### config.mk
export PLATFORM = sky130hd
export DESIGN_NAME = storeMemController
export DESIGN_NICKNAME = d
export VERILOG_FILES = /design/src/memCtrlPkg.sv /design/src/storeArbiter.sv /design/src/storeCounter.sv /design/src/memCtrlControl.sv /design/src/storeMemController.sv
export SDC_FILE = /design/constraint.sdc
export NUM_CORES = 1
export LEC_CHECK = 0
export ABC_AREA = 1
export BUFFER_PORTS_ARGS = -buffer_cell sky130_fd_sc_hd__buf_4
export CORE_AREA = 3 3 124 126
export CTS_CLUSTER_DIAMETER = 150
export DETAILED_ROUTE_END_ITERATION = 12
export DIE_AREA = 0 0 127 129
export PLACE_DENSITY = 0.86
export REMOVE_ABC_BUFFERS = 1
export SYNTH_ARGS = -nofsm -noshare
export SYNTH_HDL_FRONTEND = slang
export SYNTH_HIERARCHICAL = 1
export SYNTH_SLANG_ARGS = --single-unit
### constraint.sdc
create_clock -name clk -period 7 [get_ports clk]
set_input_delay 1.4 -clock clk [delete_from_list [all_inputs] [get_ports clk]]
set_output_delay 1.4 -clock clk [all_outputs]
set_load 0.05 [all_outputs]
### src/memCtrlPkg.sv
package memCtrlPkg;

  // Number of store ports feeding the single RAM write port
  localparam int numStores = 2;

  // Number of control token channels announcing store counts
  localparam int numControls = 1;

  // RAM word address
  typedef logic [31:0] addrT;

  // Store data word
  typedef logic [31:0] dataT;

  // Store count, used by the pending counter and the token payload
  typedef logic [31:0] countT;

  // Write command to the RAM port
  typedef struct packed {
    logic en;
    addrT addr;
    dataT data;
  } ramWriteT;

  // Completion sequencing of one basic block run
  typedef enum logic [1:0] {
    sIdle,
    sRunning,
    sDraining,
    sEnding
  } ctrlStateT;

endpackage

### src/storeArbiter.sv
`timescale 1ns/100ps

module storeArbiter (
  input  logic                                                clk,
  input  logic                                                rst,
  input  memCtrlPkg::addrT [memCtrlPkg::numStores-1:0]        stAddr,
  input  logic             [memCtrlPkg::numStores-1:0]        stAddrValid,
  output logic             [memCtrlPkg::numStores-1:0]        stAddrReady,
  input  memCtrlPkg::dataT [memCtrlPkg::numStores-1:0]        stData,
  input  logic             [memCtrlPkg::numStores-1:0]        stDataValid,
  output logic             [memCtrlPkg::numStores-1:0]        stDataReady,
  output memCtrlPkg::ramWriteT                                ramWrite
);
  import memCtrlPkg::*;

  logic [numStores-1:0] grant;
  logic                 anyGrant;
  addrT                 selAddr;
  dataT                 selData;

  // Registered write command
  logic writeEn;
  addrT writeAddr;
  dataT writeData;

  // Fixed priority, port 0 wins
  always_comb begin
    grant    = '0;
    anyGrant = 1'b0;
    selAddr  = '0;
    selData  = '0;
    for (int i = 0; i < numStores; i++) begin
      if (!anyGrant && stAddrValid[i] && stDataValid[i]) begin
        anyGrant = 1'b1;
        grant[i] = 1'b1;
        selAddr  = stAddr[i];
        selData  = stData[i];
      end
    end
  end

  // Address and data are accepted together on the same grant
  assign stAddrReady = grant;
  assign stDataReady = grant;

  always_ff @(posedge clk or posedge rst) begin
    if (rst) begin
      writeEn <= 1'b0;
    end else begin
      writeEn <= anyGrant;
    end
  end

  // Payload captured with each grant
  always_ff @(posedge clk) begin
    if (anyGrant) begin
      writeAddr <= selAddr;
      writeData <= selData;
    end
  end

  assign ramWrite = '{en: writeEn, addr: writeAddr, data: writeData};

  // Only one port may be accepted per cycle
  grantOneHot: assert property (
    @(posedge clk) disable iff (rst)
    $onehot0(grant)
  );

  // An accepted store reaches the RAM port with a known address
  writeAddrKnown: assert property (
    @(posedge clk) disable iff (rst)
    ramWrite.en |-> !$isunknown(ramWrite.addr)
  );

endmodule

### src/storeCounter.sv
`timescale 1ns/100ps

module storeCounter (
  input  logic                                            clk,
  input  logic                                            rst,
  input  memCtrlPkg::countT [memCtrlPkg::numControls-1:0] ctrl,
  input  logic              [memCtrlPkg::numControls-1:0] ctrlValid,
  input  memCtrlPkg::ramWriteT                            ramWrite,
  output logic                                            allDone
);
  import memCtrlPkg::*;

  countT count;
  countT nextCount;

  // Announced stores in, completed writes out
  always_comb begin
    nextCount = count;
    for (int i = 0; i < numControls; i++) begin
      if (ctrlValid[i]) begin
        nextCount = nextCount + ctrl[i];
      end
    end
    if (ramWrite.en) begin
      nextCount = nextCount - countT'(1);
    end
  end

  always_ff @(posedge clk or posedge rst) begin
    if (rst) begin
      count <= '0;
    end else begin
      count <= nextCount;
    end
  end

  // A token arriving this cycle means more stores are on the way
  assign allDone = (count == '0) && (ctrlValid == '0);

  // A write with nothing pending would wrap the counter
  noUnderflow: assert property (
    @(posedge clk) disable iff (rst)
    ramWrite.en |-> (count != '0) || (ctrlValid != '0)
  );

endmodule

### src/memCtrlControl.sv
`timescale 1ns/100ps

module memCtrlControl (
  input  logic clk,
  input  logic rst,
  input  logic memStartValid,
  output logic memStartReady,
  output logic memEndValid,
  input  logic memEndReady,
  input  logic ctrlEndValid,
  output logic ctrlEndReady,
  input  logic allDone
);
  import memCtrlPkg::*;

  ctrlStateT state;
  ctrlStateT nextState;

  always_comb begin
    nextState = state;
    case (state)
      sIdle: begin
        if (memStartValid) begin
          nextState = sRunning;
        end
      end
      sRunning: begin
        // No more requests will be issued in this block
        if (ctrlEndValid) begin
          nextState = sDraining;
        end
      end
      sDraining: begin
        // Wait for outstanding stores to land in the RAM
        if (allDone) begin
          nextState = sEnding;
        end
      end
      sEnding: begin
        if (memEndReady) begin
          nextState = sIdle;
        end
      end
      default: begin
        nextState = sIdle;
      end
    endcase
  end

  always_ff @(posedge clk or posedge rst) begin
    if (rst) begin
      state <= sIdle;
    end else begin
      state <= nextState;
    end
  end

  // Handshake signals decode straight from the state
  assign memStartReady = (state == sIdle);
  assign ctrlEndReady  = (state == sRunning);
  assign memEndValid   = (state == sEnding);

  // End token is held until the consumer takes it
  endTokenHeld: assert property (
    @(posedge clk) disable iff (rst)
    memEndValid && !memEndReady |=> memEndValid
  );

endmodule

### src/storeMemController.sv
`timescale 1ns/100ps

module storeMemController (
  input  logic                                            clk,
  input  logic                                            rst,
  // Start and end of a block run
  input  logic                                            memStartValid,
  output logic                                            memStartReady,
  output logic                                            memEndValid,
  input  logic                                            memEndReady,
  // No more requests token
  input  logic                                            ctrlEndValid,
  output logic                                            ctrlEndReady,
  // Store count announcements
  input  memCtrlPkg::countT [memCtrlPkg::numControls-1:0] ctrl,
  input  logic              [memCtrlPkg::numControls-1:0] ctrlValid,
  output logic              [memCtrlPkg::numControls-1:0] ctrlReady,
  // Store ports
  input  memCtrlPkg::addrT  [memCtrlPkg::numStores-1:0]   stAddr,
  input  logic              [memCtrlPkg::numStores-1:0]   stAddrValid,
  output logic              [memCtrlPkg::numStores-1:0]   stAddrReady,
  input  memCtrlPkg::dataT  [memCtrlPkg::numStores-1:0]   stData,
  input  logic              [memCtrlPkg::numStores-1:0]   stDataValid,
  output logic              [memCtrlPkg::numStores-1:0]   stDataReady,
  // RAM write port
  output memCtrlPkg::ramWriteT                            ramWrite
);

  logic allDone;

  // Tokens are always consumed on arrival
  assign ctrlReady = '1;

  storeArbiter u_storeArbiter (
    .clk         (clk),
    .rst         (rst),
    .stAddr      (stAddr),
    .stAddrValid (stAddrValid),
    .stAddrReady (stAddrReady),
    .stData      (stData),
    .stDataValid (stDataValid),
    .stDataReady (stDataReady),
    .ramWrite    (ramWrite)
  );

  storeCounter u_storeCounter (
    .clk       (clk),
    .rst       (rst),
    .ctrl      (ctrl),
    .ctrlValid (ctrlValid),
    .ramWrite  (ramWrite),
    .allDone   (allDone)
  );

  memCtrlControl u_memCtrlControl (
    .clk           (clk),
    .rst           (rst),
    .memStartValid (memStartValid),
    .memStartReady (memStartReady),
    .memEndValid   (memEndValid),
    .memEndReady   (memEndReady),
    .ctrlEndValid  (ctrlEndValid),
    .ctrlEndReady  (ctrlEndReady),
    .allDone       (allDone)
  );

endmodule

# Word-level counts from Yosys, hierarchy flattened
# Cells that the tools add are included.
[totals]
output_inout_bits = 73
inputBits = 170
regBits = 99
word_cells = 37
[classes]
eq_ne = 7
reduce_logical = 8
bitwise_logic = 1
muxes = 14
addsub = 2
[ops]
columns = ["operator", "n"]
rows = [
  ["32-bit two-way mux", 6],
  ["32-bit adder", 1],
  ["32-bit zero test", 1],
  ["32-bit by 1-bit subtractor with 32-bit output (second input constant)", 1],
  ["2-bit two-way mux", 4],
  ["2-bit one-hot mux with 4 select lines", 1],
  ["2-bit inequality test (second input constant)", 3],
  ["2-bit equality test (second input constant)", 2],
  ["1-bit logical AND", 4],
  ["4-bit AND reduction", 1],
  ["1-bit two-way mux", 3],
  ["2-bit by 1-bit equality test with 1-bit output (second input constant)", 1],
  ["2-bit zero test", 1],
  ["2-bit by 1-bit inequality test with 1-bit output (second input constant)", 1],
  ["1-bit zero test", 1],
  ["1-bit inverter", 1],
]

# Longest topological paths before layout
[logic_depth]
word_depth = 6
depth_mapped = 21
depth_no_buf = 20

# By module
# Netlist, hierarchy kept.
[modules_own_cells]
columns = ["mod", "seq_area_each_um2", "n_inst", "cells_each", "area_each_um2"]
rows = [
  ["storeCounter", 800.8, 1, 904, 5051.1],
  ["storeArbiter", 1946.9, 1, 287, 2945.3],
  ["memCtrlControl", 50.0, 1, 28, 219.0],
  ["storeMemController", 0.0, 1, 2, 11.3],
]

# Worst setup path before layout
# Ideal clock, no wire load.
[synth_timing]
path_kind = "input-to-output"
startpoint = "input port stAddrValid[0] (netlist bit)"
endpoint = "output port stDataReady[1] (netlist bit)"
arrival_ps = 2808
n_path_buf = 2
required_ps = 5600
path_slack_ps = 2792
cell_stages = 5
cell_sequence = "nand2_2 > inv_2 > buf_2 > nor2_1 > buf_4"
[synth_between]
elab_chain_cells = 6
[synth_lines]
columns = ["element", "line_no", "rtl"]
rows = [
  ["start: declaration", "storeMemController.sv:20", "input logic [memCtrlPkg::numStores-1:0] stAddrValid,"],
  ["1-bit logical AND", "storeArbiter.sv:33", "if (!anyGrant && stAddrValid[i] && stDataValid[i]) begin"],
  ["1-bit two-way mux", "-", ""],
  ["via stAddrReady (one bit)", "storeMemController.sv:21", "output logic [memCtrlPkg::numStores-1:0] stAddrReady,"],
  ["1-bit zero test", "storeArbiter.sv:33", ""],
  ["1-bit logical AND (2 in series)", "storeArbiter.sv:33", ""],
  ["1-bit two-way mux", "storeArbiter.sv:33", ""],
  ["end: declaration", "storeMemController.sv:24", "output logic [memCtrlPkg::numStores-1:0] stDataReady,"],
]
# The timed path passes the listed nets, and every way through them passes these cells.

# Worst setup path in the final report
[layout_timing]
startpoint = "input port stAddrValid[0] (netlist bit)"
endpoint = "output port stAddrReady[0] (netlist bit)"
[layout_between]
elab_chain_cells = 2
[layout_lines]
columns = ["element", "line_no"]
rows = [
  ["1-bit logical AND", "storeArbiter.sv:33"],
  ["1-bit two-way mux", "storeArbiter.sv:33"],
  ["end: declaration", "storeMemController.sv:21"],
]
# Every way passes these cells.

==> flow_metrics.py <==
metrics = {
    "timing": {
        "drv_slew": 0,
        "final-hold-violation-count": 0,
        "maxSlewHeadroom_pct": 29.6,
        "rsz_0062_raised_after_global_routing": "no",
        "final.setup_skew_ns": 0.00324,
        "min_period_over_period_pct": 59.2,
        "final_period_minus_worst_setup_slack_ns": 4.15,
        "setup-tns-final_ns": 0,
        "finalSetupViolCount": 0,
        "worst_pin_slew_ns": 1.05,
        "maxClockFrequency_mhz": 241,
        "hold_ws_ns": 0.573,
    },
    "worst_setup_path": {
        "critPathLaunch": "stAddrValid[0]",
        "cell_by_cell_trace_of_the_critical_path": "buf_4, nand2_2, inv_2, buf_4, buf_4",
        "critPathTopFamily": "buffers and inverters",
        "worstRegToRegCells": 17,
        "timing.critical_path.fanout_max": 48,
        "crit_slowest_cell": "inv_2",
        "slowest_cell_delay_on_critical_path_ns": 0.58,
        "cp.required_ns": 5.60,
        "reg2reg_slack_ns": 4.01,
        "worstReg2RegStart": "u_storeCounter/count[0]",
        "buffer_and_inverter_count_on_the_worst_path": 4,
        "timing.setup.critical_path_class": "in2out",
        "timing.critical_path.mode_cell": "buf_4",
        "worst_ep_arrival_time_ns": 2.75,
        "setup.worst_path.end_class": "output pin",
        "cp-start-kind": "input pin",
        "r2r_end": "u_storeCounter/count[30]",
    },
    "die": {
        "ioPinCount": 243,
        "chipWidth_um": 127,
        "core_area_sq_mm": 0.0144,
        "floorplan.initialDensity_pct": 57.0,
        "die_area_sq_mm": 0.0164,
        "fp.dieH_um": 129,
        "std_cell_rows": 44,
    },
    "clock_network": {
        "cts.sinks": 99,
        "cts_root_buffer": "clkbuf_16",
        "insertion_delay_ns": 0.34,
        "cts-resized-gates": 0,
        "clk_path_buf_depth": 2,
        "cts_made_buffers": 9,
        "htree_levels": 3,
        "ctsHoldBuffers": 0,
        "cts.reportedPaths.clkPinSlew_ns": 0.07,
        "postCtsSetupRepairBufs": 0,
        "tritoncts": "built",
    },
    "placed_design": {
        "hpwl_um": 19700,
        "post_dp_cell_area_sq_mm": 0.0101,
        "number_of_port_buffers": 241,
        "dp.cells": 1616,
        "place.gp.congestion": 0.944,
    },
    "power": {
        "power_per_cell_area_mw_per_mm2": 346,
        "clkPwrFrac_pct": 14.6,
        "power_frac_comb_pct": 60.3,
        "power_frac_seq_pct": 25.1,
        "power.switching_uw": 1790,
        "net_switching_fraction_of_the_power_pct": 49.7,
        "worst_ir_drop_vdd_mv": 0.174,
        "leakage_uw": 0.00564,
        "cellInternalPower_uw": 1810,
    },
    "global_routing": {
        "number_of_antenna_violations_at_the_first_check_in_global_routing": 0,
        "number_of_global_route_vias_before_repair": 7835,
        "global_route.overflow_total": 0,
        "grt_start_max_net_pins": 66,
        "first_pass_grt_wire_length_um": 37700,
        "all_layer_global_routing_usage_pct": 29.1,
    },
    "min_path": {
        "holdPathStages": 2,
        "terminating_pin_of_the_worst_hold_path": "u_memCtrlControl/state[1]",
        "timing.hold.worst.class": "reg2reg",
        "worstHoldStart": "u_memCtrlControl/state[1]",
    },
    "cells_and_area": {
        "layout.core_utilization_pct": 72.0,
        "finish.instance_area_sq_mm": 0.0104,
        "num_antenna_cells": 0,
        "layout_commonest_cell": "nand2_1",
        "post_route_cells_drive_above_1_share_pct": 24.3,
        "layout.cells.most_common_list": "482 x nand2_1, 245 x buf_4, 173 x inv_1, 143 x nand3_1, 64 x edfxtp_1",
        "layout.nets": 1651,
        "final_cells": 1632,
        "area.growth.synth_to_final_pct": 26.2,
    },
    "detailed_routing": {
        "drt_pre_antenna_iters": 5,
        "drcViolationCount": 0,
        "drt_iter0_drc": 550,
        "detail_route.wirelength_um": 24600,
        "final_antenna_net_count": 0,
        "vias": 8483,
        "via_per_inst": 5.20,
        "post_drt_wl_per_cell_um": 15.1,
    },
    "status": {
        "status": "complete, no violations",
    },
    "synth": {
        "synth_cells": 1221,
        "synth.yosys.warnings": 6,
        "syn-cell-area_sq_mm": 0.00823,
        "post_synth_num_cell_types": 40,
        "share_of_the_yosys_chip_area_belonging_to_registers_pct": 34.0,
        "ys_seq_elements": 99,
        "avgSynthCellArea_sq_um": 6.74,
    },
    "run": {
        "max_cap_violations": 0,
    },
}
-- metal layers --
| metal | part of all wire, % | track usage [%] | up-vias |
|---|---|---|---|
| li1 | - | - | 4300 |
| met1 | 38 | 33.3 | 3814 |
| met2 | 51 | 52.6 | 328 |
| met3 | 8.7 | 8.39 | 41 |
| met4 | 2.5 | 8.83 | 0 |
| met5 | 0 | 0 | - |
-- worst max-delay path by stage --
stage | to | slack (ns) | cells after the start
2_1_floorplan | stAddrReady[1] | 1.42 | 3
3_3_place_gp | stAddrReady[0] | 2.89 | 5
3_5_place_dp | stAddrReady[0] | 2.87 | 5
4_1_cts | stAddrReady[0] | 2.87 | 5
5_1_grt | stDataReady[0] | 2.77 | 5
6_report | stAddrReady[0] | 2.85 | 5
-- through the flow --
step	setup WS, ns	power (uW)
after floorplan	1.42	2490
after global placement	2.89	2970
after detailed placement	2.87	3040
after CTS	2.87	3570
after global routing	2.77	3900
final	2.85	3590
-- state kept, by name, indices dropped and copies added, names as in the netlist --
signal / flops
u_storeArbiter/writeAddr: 32
u_storeArbiter/writeData: 32
u_storeCounter/count: 32
u_memCtrlControl/state: 2
u_storeArbiter/writeEn: 1
-- final cells by class --
cell class	instances	area [sq um]
clock buffer	11	264
clock inverter	5	58.8
fill	1224	4040
inverter	186	698
multi-input combinational	902	4490
sequential	99	2800
tap	184	230
timing repair buffer	245	1840
-- synthesized netlist by cell type (all sizes together) --
cell type / count / area share (%)
xnor2: 7 / 0.75
or2: 14 / 1.1
a21oi: 26 / 1.6
nand3b: 2 / 0.18
nand2: 508 / 24
o311ai: 1 / 0.11
conb: 1 / 0.046
fa: 1 / 0.24
nand4: 17 / 1.3
a21o: 2 / 0.18
nand3: 159 / 11
o21bai: 1 / 0.091
and3: 1 / 0.076
inv: 184 / 8.4
clkinv: 2 / 0.091
nor3: 4 / 0.30
o211ai: 1 / 0.091
nor4: 8 / 0.61
nor2: 86 / 5.2
buf: 32 / 2.8
xor2: 12 / 1.3
edfxtp: 64 / 23
and2: 1 / 0.076
o21ai: 13 / 0.93
dfrtp: 35 / 11
ha: 37 / 5.6
clkbuf: 2 / 0.091
-- power by group through the flow --
| stage | logic [uW] | clock network [uW] | registers, uW |
|---|---|---|---|
| 6_report | 2160 | 525 | 903 |
| 5_1_grt | 2420 | 557 | 919 |
| 4_1_cts | 2140 | 532 | 898 |
| 3_5_place_dp | 2130 | 0 | 909 |
| 3_3_place_gp | 2070 | 0 | 902 |
| 2_1_floorplan | 1470 | 0 | 1010 |
-- cell families (layout without fill, tap and decap cells) --
family / count (synthesis) / count (layout) / synth area share [%]
adder cells (fa/ha/maj): 38 / 38 / 5.87
AND/OR/NAND/NOR: 800 / 800 / 43.6
buffers and inverters: 220 / 447 / 11.4
AO/OA/AOI/OAI: 44 / 44 / 3.03
other: 1 / 1 / 0.0456
flip-flops: 99 / 99 / 34.0
XOR/XNOR: 19 / 19 / 2.02
-- worst min-delay path, delay by kind of cell, from the launching register on --
kind	cells	cell delay, ns
compound gates	1	0.09
flops	1	0.41
simple gates	1	0.05
No activity file was read; power rests on OpenSTA's default activity.
